`config.mk`:
```
export PLATFORM = sky130hd
export DESIGN_NAME = tqv_periph_top
export DESIGN_NICKNAME = d
export VERILOG_FILES = /design/src/hdl/periph_pkg.sv /design/src/hdl/periph_ifs.sv /design/src/hdl/tqv_periph_top.sv /design/src/hdl/edge_counter.sv /design/src/hdl/word_regs.sv /design/src/hdl/gpio_ctrl.sv /design/src/hdl/periph_decode.sv /design/src/hdl/periph_read_port.sv
export VERILOG_INCLUDE_DIRS = /design/src /design/src/include
export SDC_FILE = /design/constraint.sdc
export NUM_CORES = 1
export LEC_CHECK = 0
export BUFFER_PORTS_ARGS = -buffer_cell sky130_fd_sc_hd__buf_2
export CAP_MARGIN = 5
export CELL_PAD_IN_SITES_DETAIL_PLACEMENT = 2
export CELL_PAD_IN_SITES_GLOBAL_PLACEMENT = 2
export CORE_ASPECT_RATIO = 1.5
export CORE_UTILIZATION = 42
export DETAILED_ROUTE_END_ITERATION = 12
export PLACE_DENSITY = 0.78
export SKIP_LAST_GASP = 1
export SYNTH_ARGS = -nofsm -noshare
export SYNTH_HDL_FRONTEND = slang
export SYNTH_SLANG_ARGS = --single-unit
```
`constraint.sdc`:
```
create_clock -name clk -period 5 [get_ports clk]
set_input_delay 0.5 -clock clk [delete_from_list [all_inputs] [get_ports clk]]
set_output_delay 0.5 -clock clk [all_outputs]
set_load 0.005 [all_outputs]
```
`src/include/periph_settings.svh`:
```
// peripheral hub settings: address map, slot numbers and GPIO register layout
`ifndef PERIPH_SETTINGS_SVH
`define PERIPH_SETTINGS_SVH

// request codes on write_n / read_n
`define XFER_NONE 2'b11
`define XFER_BYTE 2'b00
`define XFER_HALF 2'b01
`define XFER_WORD 2'b10

// addr[10:9] value that selects the simple bank
`define SIMPLE_BANK 2'b10

// user slots, 64 bytes each at addr[9:6]
`define SLOT_GPIO 4'd1
`define SLOT_WORD 4'd2

// simple slots, 16 bytes each at addr[7:4]
`define SIMPLE_EDGE 4'd0

// GPIO register offsets inside its slot
`define GPIO_OUT_OFF 6'h00
`define GPIO_IN_OFF 6'h04
`define GPIO_AUDIO_OFF 6'h10

// function selects live at 0x20 + 4 * pin
`define GPIO_FSEL_OFF 6'h20
`define GPIO_FSEL_MASK 6'h23

// user bank, GPIO slot
`define PIN_RESET_SEL 6'h01

`endif
```
`src/hdl/periph_pkg.sv`:
```
// shared width types for the peripheral hub
`default_nettype none

package periph_pkg;

    // bus address from the core
    typedef logic [10:0] addr_t;

    // bus data, 8/16/32 bits valid depending on request size
    typedef logic [31:0] data_t;

    // pin and simple slot data
    typedef logic [7:0] byte_t;

    // request code, 11 is idle
    typedef logic [1:0] xfer_n_t;

    // slot index within a bank
    typedef logic [3:0] slot_t;

    // bit 4 picks the simple bank, bits 3..0 the slot
    typedef logic [5:0] func_sel_t;

    // offsets inside user and simple slots
    typedef logic [5:0] word_off_t;
    typedef logic [3:0] byte_off_t;

endpackage

`default_nettype wire

```
`src/hdl/periph_ifs.sv`:
```
// slot interfaces between the address decoder and the peripherals
`timescale 1ns/1ps
`default_nettype none

// full user slot with sized requests and a ready
interface word_slot_if;
    periph_pkg::word_off_t offset;
    periph_pkg::data_t     wdata;
    periph_pkg::xfer_n_t   write_n;
    periph_pkg::xfer_n_t   read_n;
    periph_pkg::data_t     rdata;
    logic                  ready;
    periph_pkg::byte_t     uo;

    modport host (
        output offset,
        output wdata,
        output write_n,
        output read_n,
        input  rdata,
        input  ready
    );

    modport dev (
        input  offset,
        input  wdata,
        input  write_n,
        input  read_n,
        output rdata,
        output ready,
        output uo
    );
endinterface

// byte-wide simple slot, reads are always ready
interface byte_slot_if;
    periph_pkg::byte_off_t offset;
    logic                  wr;
    periph_pkg::byte_t     wdata;
    periph_pkg::byte_t     rdata;
    periph_pkg::byte_t     uo;

    modport host (
        output offset,
        output wr,
        output wdata,
        input  rdata
    );

    modport dev (
        input  offset,
        input  wr,
        input  wdata,
        output rdata,
        output uo
    );
endinterface

`default_nettype wire

```
`src/hdl/tqv_periph_top.sv`:
```
// peripheral hub top level: read port, decoder, GPIO and the two peripherals
`timescale 1ns/1ps
`default_nettype none

module tqv_periph_top import periph_pkg::*; (
    input  wire     clk,
    input  wire     rst_n,
    input  byte_t   i_ui_in,
    output byte_t   o_uo_out,
    output logic    o_audio,
    output logic    o_audio_select,
    input  addr_t   i_addr,
    input  data_t   i_data_in,
    input  xfer_n_t i_data_write_n,
    input  xfer_n_t i_data_read_n,
    output data_t   o_data_out,
    output logic    o_data_ready,
    input  wire     i_data_read_complete,
    output logic    o_user_interrupt
);

    xfer_n_t read_n_masked;
    data_t   peri_rdata;
    logic    peri_ready;

    word_slot_if gpio_bus ();
    word_slot_if word_bus ();
    byte_slot_if edge_bus ();

    periph_read_port u_read_port (
        .clk                  (clk),
        .rst_n                (rst_n),
        .i_data_read_n        (i_data_read_n),
        .i_data_write_n       (i_data_write_n),
        .i_data_read_complete (i_data_read_complete),
        .i_peri_rdata         (peri_rdata),
        .i_peri_ready         (peri_ready),
        .o_read_n_masked      (read_n_masked),
        .o_data_out           (o_data_out),
        .o_data_ready         (o_data_ready)
    );

    periph_decode u_decode (
        .i_addr    (i_addr),
        .i_wdata   (i_data_in),
        .i_write_n (i_data_write_n),
        .i_read_n  (read_n_masked),
        .o_rdata   (peri_rdata),
        .o_ready   (peri_ready),
        .gpio_bus  (gpio_bus.host),
        .word_bus  (word_bus.host),
        .edge_bus  (edge_bus.host)
    );

    // pin outputs of the other slots feed the GPIO mux directly
    gpio_ctrl u_gpio (
        .clk            (clk),
        .rst_n          (rst_n),
        .bus            (gpio_bus.dev),
        .i_ui_in        (i_ui_in),
        .i_word_uo      (word_bus.uo),
        .i_edge_uo      (edge_bus.uo),
        .o_uo_out       (o_uo_out),
        .o_audio        (o_audio),
        .o_audio_select (o_audio_select)
    );

    word_regs u_word_regs (
        .clk   (clk),
        .rst_n (rst_n),
        .bus   (word_bus.dev),
        .o_irq (o_user_interrupt)
    );

    edge_counter u_edge_counter (
        .clk     (clk),
        .rst_n   (rst_n),
        .bus     (edge_bus.dev),
        .i_ui_in (i_ui_in)
    );

endmodule

`default_nettype wire

```
`src/hdl/edge_counter.sv`:
```
// simple slot that counts rising edges on a selectable input pin
`timescale 1ns/1ps
`default_nettype none

module edge_counter import periph_pkg::*; (
    input  wire    clk,
    input  wire    rst_n,
    byte_slot_if.dev bus,
    input  byte_t  i_ui_in
);

    localparam byte_off_t SEL_OFF   = 4'h0;
    localparam byte_off_t COUNT_OFF = 4'h1;

    logic [2:0] pin_sel;
    byte_t      count;
    logic       pin_now;
    logic       pin_prev;

    assign pin_now = i_ui_in[pin_sel];

    always_ff @(posedge clk) begin
        if (!rst_n) begin
            pin_sel  <= '0;
            count    <= '0;
            pin_prev <= 1'b0;
        end else begin
            pin_prev <= pin_now;
            if (bus.wr && bus.offset == SEL_OFF) begin
                pin_sel <= bus.wdata[2:0];
            end
            // clear wins over a coincident edge, count wraps at 255
            if (bus.wr && bus.offset == COUNT_OFF) begin
                count <= '0;
            end else if (pin_now && !pin_prev) begin
                count <= count + 8'd1;
            end
        end
    end

    always_comb begin
        case (bus.offset)
            SEL_OFF:   bus.rdata = {5'b0, pin_sel};
            COUNT_OFF: bus.rdata = count;
            default:   bus.rdata = '0;
        endcase
    end

    assign bus.uo = count;

endmodule

`default_nettype wire

```
`src/hdl/word_regs.sv`:
```
// user slot with four 32-bit registers, one-cycle read wait and an interrupt
`timescale 1ns/1ps
`default_nettype none
`include "periph_settings.svh"

module word_regs import periph_pkg::*; (
    input  wire    clk,
    input  wire    rst_n,
    word_slot_if.dev bus,
    output logic   o_irq
);

    data_t      regs [4];
    data_t      rd_data;
    logic       rd_ready;
    logic       write_live;
    logic       read_live;
    logic       reg_hit;
    logic [1:0] reg_idx;

    assign write_live = (bus.write_n != `XFER_NONE);
    assign read_live  = (bus.read_n != `XFER_NONE);

    // registers at 0x0, 0x4, 0x8, 0xc
    assign reg_hit = (bus.offset[5:4] == 2'b00) && (bus.offset[1:0] == 2'b00);
    assign reg_idx = bus.offset[3:2];

    always_ff @(posedge clk) begin
        if (!rst_n) begin
            rd_ready <= 1'b0;
            for (int i = 0; i < 4; i++) begin
                regs[i] <= '0;
            end
        end else begin
            rd_ready <= read_live;
            if (write_live && reg_hit) begin
                // narrow writes leave the upper bits alone
                case (bus.write_n)
                    `XFER_BYTE: regs[reg_idx][7:0]  <= bus.wdata[7:0];
                    `XFER_HALF: regs[reg_idx][15:0] <= bus.wdata[15:0];
                    default:    regs[reg_idx]       <= bus.wdata;
                endcase
            end
        end
    end

    // read data sampled with the request, presented with ready
    always_ff @(posedge clk) begin
        if (read_live) begin
            rd_data <= reg_hit ? regs[reg_idx] : '0;
        end
    end

    assign bus.rdata = rd_data;
    assign bus.ready = rd_ready;
    assign bus.uo    = regs[0][7:0];
    assign o_irq     = regs[3][0];

endmodule

`default_nettype wire

```
`src/hdl/gpio_ctrl.sv`:
```
// GPIO slot: output register, input readback, pin function mux and audio select
`timescale 1ns/1ps
`default_nettype none
`include "periph_settings.svh"

module gpio_ctrl import periph_pkg::*; (
    input  wire    clk,
    input  wire    rst_n,
    word_slot_if.dev bus,
    input  byte_t  i_ui_in,
    input  byte_t  i_word_uo,
    input  byte_t  i_edge_uo,
    output byte_t  o_uo_out,
    output logic   o_audio,
    output logic   o_audio_select
);

    byte_t      gpio_out;
    logic [3:0] audio_sel;
    func_sel_t  func_sel [8];
    logic       write_live;
    logic       fsel_hit;
    logic [2:0] fsel_pin;

    assign write_live = (bus.write_n != `XFER_NONE);
    assign fsel_hit   = ((bus.offset & `GPIO_FSEL_MASK) == `GPIO_FSEL_OFF);
    assign fsel_pin   = bus.offset[4:2];

    always_ff @(posedge clk) begin
        if (!rst_n) begin
            gpio_out  <= '0;
            audio_sel <= '0;
            for (int i = 0; i < 8; i++) begin
                func_sel[i] <= `PIN_RESET_SEL;
            end
        end else if (write_live) begin
            if (bus.offset == `GPIO_OUT_OFF) begin
                gpio_out <= bus.wdata[7:0];
            end
            if (bus.offset == `GPIO_AUDIO_OFF) begin
                audio_sel <= bus.wdata[3:0];
            end
            if (fsel_hit) begin
                func_sel[fsel_pin] <= bus.wdata[5:0];
            end
        end
    end

    // register readback is combinational, always ready
    always_comb begin
        if (bus.offset == `GPIO_OUT_OFF) begin
            bus.rdata = {24'h0, gpio_out};
        end else if (bus.offset == `GPIO_IN_OFF) begin
            bus.rdata = {24'h0, i_ui_in};
        end else if (bus.offset == `GPIO_AUDIO_OFF) begin
            bus.rdata = {28'h0, audio_sel};
        end else if (fsel_hit) begin
            bus.rdata = {26'h0, func_sel[fsel_pin]};
        end else begin
            bus.rdata = '0;
        end
    end

    assign bus.ready = 1'b1;
    assign bus.uo    = gpio_out;

    // pin i takes bit i of whichever slot its function names
    always_comb begin
        o_uo_out = '0;
        for (int i = 0; i < 8; i++) begin
            if (func_sel[i][4]) begin
                if (func_sel[i][3:0] == `SIMPLE_EDGE) begin
                    o_uo_out[i] = i_edge_uo[i];
                end
            end else begin
                case (func_sel[i][3:0])
                    `SLOT_GPIO: o_uo_out[i] = bus.uo[i];
                    `SLOT_WORD: o_uo_out[i] = i_word_uo[i];
                    default:    o_uo_out[i] = 1'b0;
                endcase
            end
        end
    end

    // audio source table, only populated sources
    always_ff @(posedge clk) begin
        if (!rst_n) begin
            o_audio <= 1'b0;
        end else begin
            case (audio_sel[2:0])
                3'd0:    o_audio <= bus.uo[7];
                3'd1:    o_audio <= i_word_uo[7];
                3'd2:    o_audio <= i_edge_uo[0];
                default: o_audio <= 1'b0;
            endcase
        end
    end

    assign o_audio_select = audio_sel[3];

endmodule

`default_nettype wire

```
`src/hdl/periph_decode.sv`:
```
// address decode, request gating and read-data / ready mux for all slots
`timescale 1ns/1ps
`default_nettype none
`include "periph_settings.svh"

module periph_decode import periph_pkg::*; (
    input  addr_t   i_addr,
    input  data_t   i_wdata,
    input  xfer_n_t i_write_n,
    input  xfer_n_t i_read_n,
    output data_t   o_rdata,
    output logic    o_ready,
    word_slot_if.host gpio_bus,
    word_slot_if.host word_bus,
    byte_slot_if.host edge_bus
);

    logic  simple_hit;
    slot_t user_slot;
    slot_t simple_slot;
    logic  gpio_sel;
    logic  word_sel;
    logic  edge_sel;

    assign simple_hit  = (i_addr[10:9] == `SIMPLE_BANK);
    assign user_slot   = i_addr[9:6];
    assign simple_slot = i_addr[7:4];

    assign gpio_sel = !simple_hit && (user_slot == `SLOT_GPIO);
    assign word_sel = !simple_hit && (user_slot == `SLOT_WORD);
    assign edge_sel = simple_hit && (simple_slot == `SIMPLE_EDGE);

    // user slots see idle requests unless selected
    assign gpio_bus.offset  = i_addr[5:0];
    assign gpio_bus.wdata   = i_wdata;
    assign gpio_bus.write_n = gpio_sel ? i_write_n : `XFER_NONE;
    assign gpio_bus.read_n  = gpio_sel ? i_read_n : `XFER_NONE;

    assign word_bus.offset  = i_addr[5:0];
    assign word_bus.wdata   = i_wdata;
    assign word_bus.write_n = word_sel ? i_write_n : `XFER_NONE;
    assign word_bus.read_n  = word_sel ? i_read_n : `XFER_NONE;

    // simple slots only get a byte write strobe
    assign edge_bus.offset = i_addr[3:0];
    assign edge_bus.wdata  = i_wdata[7:0];
    assign edge_bus.wr     = edge_sel && (i_write_n != `XFER_NONE);

    always_comb begin
        o_rdata = '0;
        o_ready = 1'b1;
        if (simple_hit) begin
            // simple slots are byte wide, zero-extended
            if (edge_sel) begin
                o_rdata = {24'h0, edge_bus.rdata};
            end
        end else begin
            case (user_slot)
                `SLOT_GPIO: begin
                    o_rdata = gpio_bus.rdata;
                    o_ready = gpio_bus.ready;
                end
                `SLOT_WORD: begin
                    o_rdata = word_bus.rdata;
                    o_ready = word_bus.ready;
                end
                // empty slot answers at once with zero
                default: begin
                    o_rdata = '0;
                    o_ready = 1'b1;
                end
            endcase
        end
    end

endmodule

`default_nettype wire

```
`src/hdl/periph_read_port.sv`:
```
// read-data register toward the core with hold-until-complete and ready
`timescale 1ns/1ps
`default_nettype none
`include "periph_settings.svh"

module periph_read_port import periph_pkg::*; (
    input  wire     clk,
    input  wire     rst_n,
    input  xfer_n_t i_data_read_n,
    input  xfer_n_t i_data_write_n,
    input  wire     i_data_read_complete,
    input  data_t   i_peri_rdata,
    input  wire     i_peri_ready,
    output xfer_n_t o_read_n_masked,
    output data_t   o_data_out,
    output logic    o_data_ready
);

    logic  read_live;
    logic  write_live;
    logic  capture;
    logic  hold;
    logic  ready_r;
    data_t data_r;

    assign read_live  = (i_data_read_n != `XFER_NONE);
    assign write_live = (i_data_write_n != `XFER_NONE);

    // first ready of a read loads the register, later ones are ignored
    assign capture = !hold && i_peri_ready && read_live;

    // no new request reaches the slot while the result is presented
    assign o_read_n_masked = i_data_read_n | {2{ready_r}};

    always_ff @(posedge clk) begin
        if (!rst_n) begin
            hold    <= 1'b0;
            ready_r <= 1'b0;
        end else begin
            if (i_data_read_complete) begin
                hold <= 1'b0;
            end
            // a fresh capture overrides a completion in the same cycle
            if (capture) begin
                hold <= 1'b1;
            end
            ready_r <= read_live && i_peri_ready;
        end
    end

    always_ff @(posedge clk) begin
        if (capture) begin
            data_r <= i_peri_rdata;
        end
    end

    assign o_data_out = data_r;

    // writes complete in the cycle they are presented
    assign o_data_ready = ready_r || write_live;

endmodule

`default_nettype wire

```
* After elaboration in Yosys (flattened, before gate mapping)
Memories as Yosys holds them, arrays and structs flattened. A register that Yosys moved wholly into a read port is not among the register bits.
Index checks and enable logic that the tools add are counted.
Widths: inputs -> output; s select.
** Word-level totals
- Memories kept :: 2
- Bits in registers :: 60
- Output and inout bits :: 44
- Input bits :: 58
- Bits in writable memories :: 176
** Memories
- u_word_regs.regs :: words 4, bits a word 32, read ports 3, clocked after memory_dff 1, wr ports 4, RTL line word_regs.sv:13 : data_t regs [4];
- u_gpio.func_sel :: words 8, bits a word 6, read ports 9, clocked after memory_dff 0, wr ports 8, RTL line gpio_ctrl.sv:20 : func_sel_t func_sel [8];
** Cells by class
- Equal/unequal tests :: 31
- Add/subtract/negate cells :: 1
- Bitwise logic cells :: 5
- Reduce and logical (&&, ||, !) cells :: 39
- Mux-type cells :: 68
- $lt $le $gt $ge :: 1
** Operators by type and width (count)
- $mux 32 :: 5
- $pmux 32 s2 :: 1
- $eq 4x1->1 const B :: 10
- $logic_not 4->1 :: 10
- $mux 1 :: 39
- $eq 4x2->1 const B :: 9
- $mux 8 :: 4
- $reduce_or 32->1 :: 1
- $pmux 1 s2 :: 8
- $pmux 8 s2 :: 1
- $logic_and 1x1->1 :: 12
- $mux 6 :: 2
- $ne 2x2->1 const B :: 5
- $add 8x1->8 const B :: 1
- $mux 2 :: 4
- $eq 6x3->1 const B :: 1
- $eq 6x5->1 const B :: 1
- $logic_not 2->1 :: 3
- $logic_not 6->1 :: 1
- $mux 3 :: 2
- $reduce_or 6->1 :: 1
- $logic_not 1->1 :: 4
- $lt 3x4->1 const B :: 1
- $reduce_and 2->1 :: 2
- 14 further kinds :: 17

* Depth between registers and ports, before layout
Gate-level depths: netlist of the first run.
- Depth in word-level cells :: 13
- Mapped depth :: 7
- Gate-level depth less buffers :: 5

* Hierarchy
Synthesis of the first run repeated with hierarchy kept, for this count alone.
** Second synthesis, totals
- Cells, all modules :: 1107
- Area total of the unflattened synthesis :: 13805.7 um^2
** By module, submodules not included
- word_regs :: cells an instance 474, times used 1, area each 7201.9 um^2
- gpio_ctrl :: cells an instance 347, times used 1, area each 3559.7 um^2
- periph_decode :: cells an instance 156, times used 1, area each 1222.4 um^2
- periph_read_port :: cells an instance 43, times used 1, area each 1059.8 um^2
- edge_counter :: cells an instance 87, times used 1, area each 762.0 um^2

* Worst setup path before layout of the first run
Ideal clock, no wire load.
- Path kind :: input -> register
- Start point :: in i_addr[8]
- End point :: reg u_word_regs.rd_data[0], in the netlist u_word_regs.bus.rdata[0] (read register of u_word_regs.regs), enable pin
- Stages on the path :: 3
- Arrival time :: 3475 ps
- Slack :: 1055 ps
- Required time :: 4531 ps
- Cells stage by stage :: nor3_1 nand3b_1 nor3b_1
** Between the ends
- Longest elaborated chain between the ends :: 4
** RTL lines
- from (decl) :: RTL line tqv_periph_top.sv:12 : input addr_t i_addr,
- $eq 4x2->1 (no line)
- $logic_and 1x1->1 :: RTL line periph_decode.sv:30 : assign word_sel = !simple_hit && (user_slot == `SLOT_WORD);
- $mux 2 (no line)
- $ne 2x2->1 (no line)
- net u_word_regs.read_live :: RTL line word_regs.sv:17 : logic read_live;
- to (decl) :: RTL line word_regs.sv:14 : data_t rd_data;
The timed path passes the listed nets, and every way through them passes these cells.
A chain may end at the register's enable or synchronous reset.

==> impl_metrics.tcl, run 1 <==
set metrics [dict create \
    slew_headroom_pct 15.5 \
    setup.worst_path.start_class "input pin" \
    r2r_slack_ns 2.81 \
    clock_latency_ns 0.56 \
    via_count 7642 \
    final_cell_area_sq_um 13900 \
    start_util_pct 43.0 \
    fin_crit_ns 2.98 \
    gp_congestion 0.802 \
    setup_slack_ns 2.02 \
    drt-initial-drc-count 293 \
    place_ws_ns 1.53 \
    cp-end-kind "register" \
    diodes 0 \
    synth_seq_cells 268 \
    hold_viol 0 \
    antenna_found_initial 2 \
    routed_wirelength_um 35800 \
    hp-class "input pin to register" \
    postRouteAntennaNets 0 \
    synth_flop_cell "edfxtp_1" \
    rr_worst_depth 5 \
    layout_commonest_cell "edfxtp_1" \
    ios 102 \
    dr.pass1.iters 4 \
    yosys_warnings 0 \
    multi_input_area_sq_um 4170 \
    r2r_end "u_edge_counter.bus.uo[6]" \
    crit_type "input pin to register" \
    period_share_pct 59.5 \
    fin_util_pct 49.2 \
    clk_pin_slew_worst_paths_ns 0.06 \
    drcViolationCount 0 \
    viasPerCell 5.51 \
    wl_per_cell_um 25.8 \
    cp.arrival_ns 3.14 \
    ir_worst_vdd_uv 236 \
    outcome "finished clean" \
    grt_pass1_wl_um 53600 \
    fmax_mhz 336 \
    syn_inst 886 \
    hp-start "i_data_in[24]" \
    cts.repair.resized 0 \
    die_w_um 141 \
    path_max_fanout 19 \
    p_leak_nw 5.13 \
    crit_required_ns 5.16 \
    synth_edf_count 240 \
    report.final.slew_viol_count 0 \
    cts_tree "built" \
    whs_path_depth 2 \
    worstMarginPinSlew_ns 1.26 \
    seq_area_frac_synth_pct 63.9 \
    core_area_sq_um 28200 \
    clock_skew_ns 0.0198 \
    synth_nets 945 \
    io_buffers 101 \
    grt_pass1_vias 8597 \
    num_rows 75 \
    dieArea_sq_um 29600 \
    stdcell_count 1387 \
    avgSynthCellArea_sq_um 13.7 \
    finalSetupViolCount 0 \
    clockBufferDepth 3 \
    layout-drive-gt1-share_pct 20.4 \
    grt_usage_pct 25.0 \
    power_mw 4.83 \
    ys_types 51 \
    post_cts_buffers 0 \
    synthArstFlopShare_pct 0 \
    cts_hold_buffers 0 \
    power_density_nw_per_um2 347 \
    fillers 2722 \
    r2r-start "u_edge_counter.pin_sel[0]" \
    rsz0062_at_grt "no" \
    die_h_um 210 \
    hold-worst-slack_ns 0.263 \
    syn-cell-area_sq_um 12100 \
    cts_made_buffers 27 \
    min_to "u_word_regs.regs[2][24]" \
    dp_hpwl_um 25300 \
    numClockSinks 268 \
    cts_root_buf "clkbuf_16" \
    final.setup.tns_ns 0 \
    overflow 0 \
    dpl.cell_count 1337 \
    cap_viol_max_count 0 \
    seqCellArea_sq_um 7770 \
    area_growth_pct 14.4 \
    dpl_cell_area_sq_um 13100 \
    fin_nets 1041 \
    grt_max_degree 39 \
    htreeDepth 1 \
    final_cell_mix "edfxtp_1, and2_1, buf_2, nor2_1, mux2i_1" \
]
synth_stat cells, drive strengths merged, types with 5 or more instances:
cell type	instances	area, sq um
and3	9	56.3
o21ai	25	125
inv	8	30.0
nor3	12	60.1
nand4	7	43.8
clkbuf	37	139
buf	12	68.8
a21oi	13	65.1
nand2b	7	43.8
a221o	6	60.1
or2	5	31.3
dfxtp	28	561
a31oi	13	81.3
mux2	6	67.6
and2	224	1400
nand2	23	86.3
mux4	36	811
or3	11	73.8
nand3b	18	135
nor2	54	208
edfxtp	240	7210
nor2b	7	43.8
nand3	11	55.1
or4	5	37.5
a22oi	5	37.5
mux2i	39	390
routing by layer:
layer / vias to the layer above / wire (um) / GRT usage (%)
met4: 2 / 1820 / 12.9
met5: - / 16 / 0
met2: 188 / 19900 / 48.3
met3: 89 / 1270 / 3.20
met1: 3908 / 12800 / 26.2
li1: 3455 / - / -
worst max-delay path, stage by stage:
cell and delay, ns:
buf_2 0.10, nor3_1 0.41, and3b_1 0.77, nand2_1 0.26
o31a_1 0.38, nor2_1 0.72
flip-flops by register name (all words and copies together) (netlist names):
name,cells
u_read_port.ready_r,1
u_gpio.func_sel,48
u_read_port.hold,1
u_gpio.bus.uo,8
u_edge_counter.pin_prev,1
u_read_port.o_data_out,32
u_edge_counter.pin_sel,3
u_word_regs.bus.ready,1
u_word_regs.bus.rdata,32
u_gpio.o_audio,1
u_edge_counter.bus.uo,8
u_word_regs.regs,128
u_gpio.audio_sel,4
how the worst max path moves through the flow:
stage,from,endpoint,slack [ns]
3_3_place_gp,i_addr[8],u_word_regs.regs[3][12],1.69
2_1_floorplan,i_addr[8],u_word_regs.bus.rdata[0],1.06
6_report,i_addr[8],u_word_regs.regs[3][8],2.02
4_1_cts,i_addr[8],u_word_regs.regs[3][15],2.05
5_1_grt,i_addr[8],u_word_regs.regs[3][10],1.86
3_5_place_dp,i_addr[8],u_word_regs.regs[3][14],1.53
power by group:
group          internal [mW]  switching (mW)  leakage (nW)
clock network           1.09           0.847         0.398
registers               2.53          0.0503          2.60
logic                  0.114           0.189          2.13
total                   3.74            1.09          5.13
logic make-up (layout without fill, tap and decap cells):
| kind of cell | after synthesis | in the layout | synth area share, % |
|---|---|---|---|
| adders and majority gates | 1 | 1 | 0.103 |
| AOI/OAI and AO/OA | 75 | 75 | 3.91 |
| and+or+nand+nor | 402 | 402 | 19.5 |
| xor gates and xnor gates | 2 | 2 | 0.144 |
| DFF | 268 | 268 | 63.9 |
| buffers and inverters | 57 | 173 | 1.96 |
| muxes | 81 | 81 | 10.4 |
cell type report:
cell class / instances / area share (%)
flip-flops and latches: 268 / 55.9
multi-input cells: 561 / 30.0
clock buffers: 35 / 5.08
repair buffers: 116 / 4.45
well taps: 385 / 3.47
clock inverters: 14 / 0.847
inverters: 8 / 0.216
No activity file was read; power rests on OpenSTA's default activity.
==> inputs of run 2 (changes only) <==
CORE_UTILIZATION = 38   (was 42)
PLACE_DENSITY = 0.74   (was 0.78)
clock period = 2.5 ns   (was 5 ns; I/O delays follow)
==> run 2 against run 1 <==
Against the previous run:
- total power grew 110%
- count of clock-buffer cells in the layout increased by 2
- utilization shrank 2.8 points
- sequential power up 100%
- design area increased by 4.3%
- flip-flop and latch count is the same
- non-clock buffer count rose by 48
- sequential share of layout area down 2.3 points
- die area is 10% higher
- hold slack got worse by 0.25 ns
- critical path depth down 1
- combinational power up 120%
- critical endpoint is now o_uo_out[6]
- highest routed layer is now met4
==> impl_metrics.tcl, run 2 (synthesis results as in run 1) <==
set metrics [dict create \
    regMostFlops "u_word_regs.regs" \
    reg_top3 "u_word_regs.regs (128), u_gpio.func_sel (48)" \
    final.setup.tns_ns 0 \
    grt_pass1_wl_um 55600 \
    min_to "u_word_regs.regs[3][13]" \
    p_leak_nw 5.44 \
    route.met2.wl_um 20800 \
    path_max_fanout 4 \
    io_buffers 101 \
    largest_reg_flops 128 \
    clockBufferDepth 3 \
    dr_wl_met3_um 1170 \
    overflow 0 \
    gp_congestion 0.844 \
    core_area_sq_um 31200 \
    fin_nets 1090 \
    r2r_end "u_edge_counter.bus.uo[7]" \
    crit_slowest_cell "edfxtp_1" \
    hold_viol 0 \
    crit_buf_inv 1 \
    drt-initial-drc-count 339 \
    crit_type "register to output pin" \
    dpl_cell_area_sq_um 13500 \
    path_delay_family "simple AND/OR/NAND/NOR gates" \
    postRouteAntennaNets 0 \
    r2r-start "u_edge_counter.pin_sel[0]" \
    finalSetupViolCount 0 \
    die_h_um 221 \
    ios 102 \
    dp_hpwl_um 26600 \
    slew_headroom_pct 20.2 \
    max_stage_delay_ns 0.45 \
    grt_max_degree 48 \
    routed_wirelength_um 37000 \
    layout-drive-gt1-share_pct 23.7 \
    hp-class "input pin to register" \
    cp-end-kind "output pin" \
    area_growth_pct 19.3 \
    grt_pass1_vias 8970 \
    power_density_nw_per_um2 695 \
    wl_met1_um 13300 \
    cts_made_buffers 28 \
    fmax_mhz 462 \
    cts_tree "built" \
    worstMarginPinSlew_ns 1.19 \
    die_w_um 148 \
    drcViolationCount 0 \
    dieArea_sq_um 32700 \
    via_count 7844 \
    cts_root_buf "clkbuf_16" \
    post_cts_buffers 0 \
    antenna_found_initial 1 \
    layout_commonest_cell "edfxtp_1" \
    wl_per_cell_um 25.4 \
    htreeDepth 1 \
    fin_util_pct 46.4 \
    hp-start "i_data_in[13]" \
    whs_path_depth 2 \
    clock_skew_ns 0.00826 \
    grt_usage_pct 23.3 \
    dr.pass1.iters 4 \
    numClockSinks 268 \
    worstPathCellList "nand3b_1 > a21oi_1 > a31oi_1 > nor3_1 > buf_2" \
    ir_worst_vdd_uv 569 \
    crit_required_ns 2.25 \
    clock_latency_ns 0.56 \
    report.final.slew_viol_count 0 \
    viasPerCell 5.38 \
    period_share_pct 86.6 \
    top_layer "met4" \
    cts.repair.resized 0 \
    r2r_slack_ns 0.39 \
    cap_viol_max_count 0 \
    fin_crit_ns 2.17 \
    final_cell_area_sq_um 14500 \
    rr_worst_depth 6 \
    num_rows 79 \
    rsz0062_at_grt "no" \
    clk_pin_slew_worst_paths_ns 0.06 \
    cp.arrival_ns 1.92 \
    setup.worst_path.start_class "register" \
    outcome "finished clean" \
    final_cell_mix "edfxtp_1, and2_1, buf_2, nor2_1, buf_4" \
    start_util_pct 38.9 \
]
## run 2: cell types whose count changed in the layout (fill, tap and decap cells not counted), sizes merged
cell and change:
diode +1, dlygate4sd3 +11, bufinv +1, buf +37
inv -1, clkbuf +2, clkinvlp +1
## run 2: through the flow
stage / cells / hold slack [ns] / power, mW / worst slack, ns
global placement: 1395 / 0.502 / 5.90 / 0.140
floorplan: 886 / 0.394 / 5.54 / 0.0224
CTS: 1458 / 0.000664 / 10.2 / 0.326
detailed placement: 1395 / 0.503 / 5.94 / 0.112
global route: 1458 / 0.0131 / 10.4 / 0.241
finish: 1459 / 0.0162 / 10.1 / 0.334
## run 2: worst max-delay path by stage
stage                     startpoint                         to  slack, ns  depth (start not counted)
6_report       u_gpio.func_sel[6][0]                o_uo_out[6]       0.33                          5
5_1_grt        u_gpio.func_sel[7][0]                o_uo_out[7]       0.24                          5
4_1_cts        u_gpio.func_sel[7][0]                o_uo_out[7]       0.33                          5
3_5_place_dp               i_addr[1]    u_word_regs.regs[1][25]       0.11                          6
3_3_place_gp               i_addr[1]    u_word_regs.regs[1][26]       0.14                          6
2_1_floorplan              i_addr[8]  u_read_port.o_data_out[0]       0.02                          4
## run 2: routing by layer
metal / vias to the layer above / GRT usage (%)
met5: - / 0
met4: 0 / 10.8
met3: 67 / 2.64
met2: 171 / 45.2
met1: 4051 / 24.4
li1: 3555 / -
## run 2: layout make-up
class | count | area [sq um]
flip-flops and latches | 268 | 7770
repair buffers | 164 | 1070
diodes | 1 | 2.50
clock buffers | 37 | 766
multi-input cells | 561 | 4200
fillers | 3073 | 16700
clock inverters | 15 | 150
well taps | 405 | 507
inverters | 8 | 30.0
## run 2: repair_timing
item / CTS / global route
hold buffers: 11 / 0
setup endpoints to repair: 0 / 0
endpoints found under the hold margin: 34 / 0
## run 2: power by group
group          leakage (nW)  internal, mW  total, mW  switching [mW]
Combinational          2.40         0.278      0.677           0.398
Sequential             2.60          5.06       5.17           0.109
Clock                 0.445          2.46       4.22            1.76
Total                  5.44          7.80       10.1            2.27
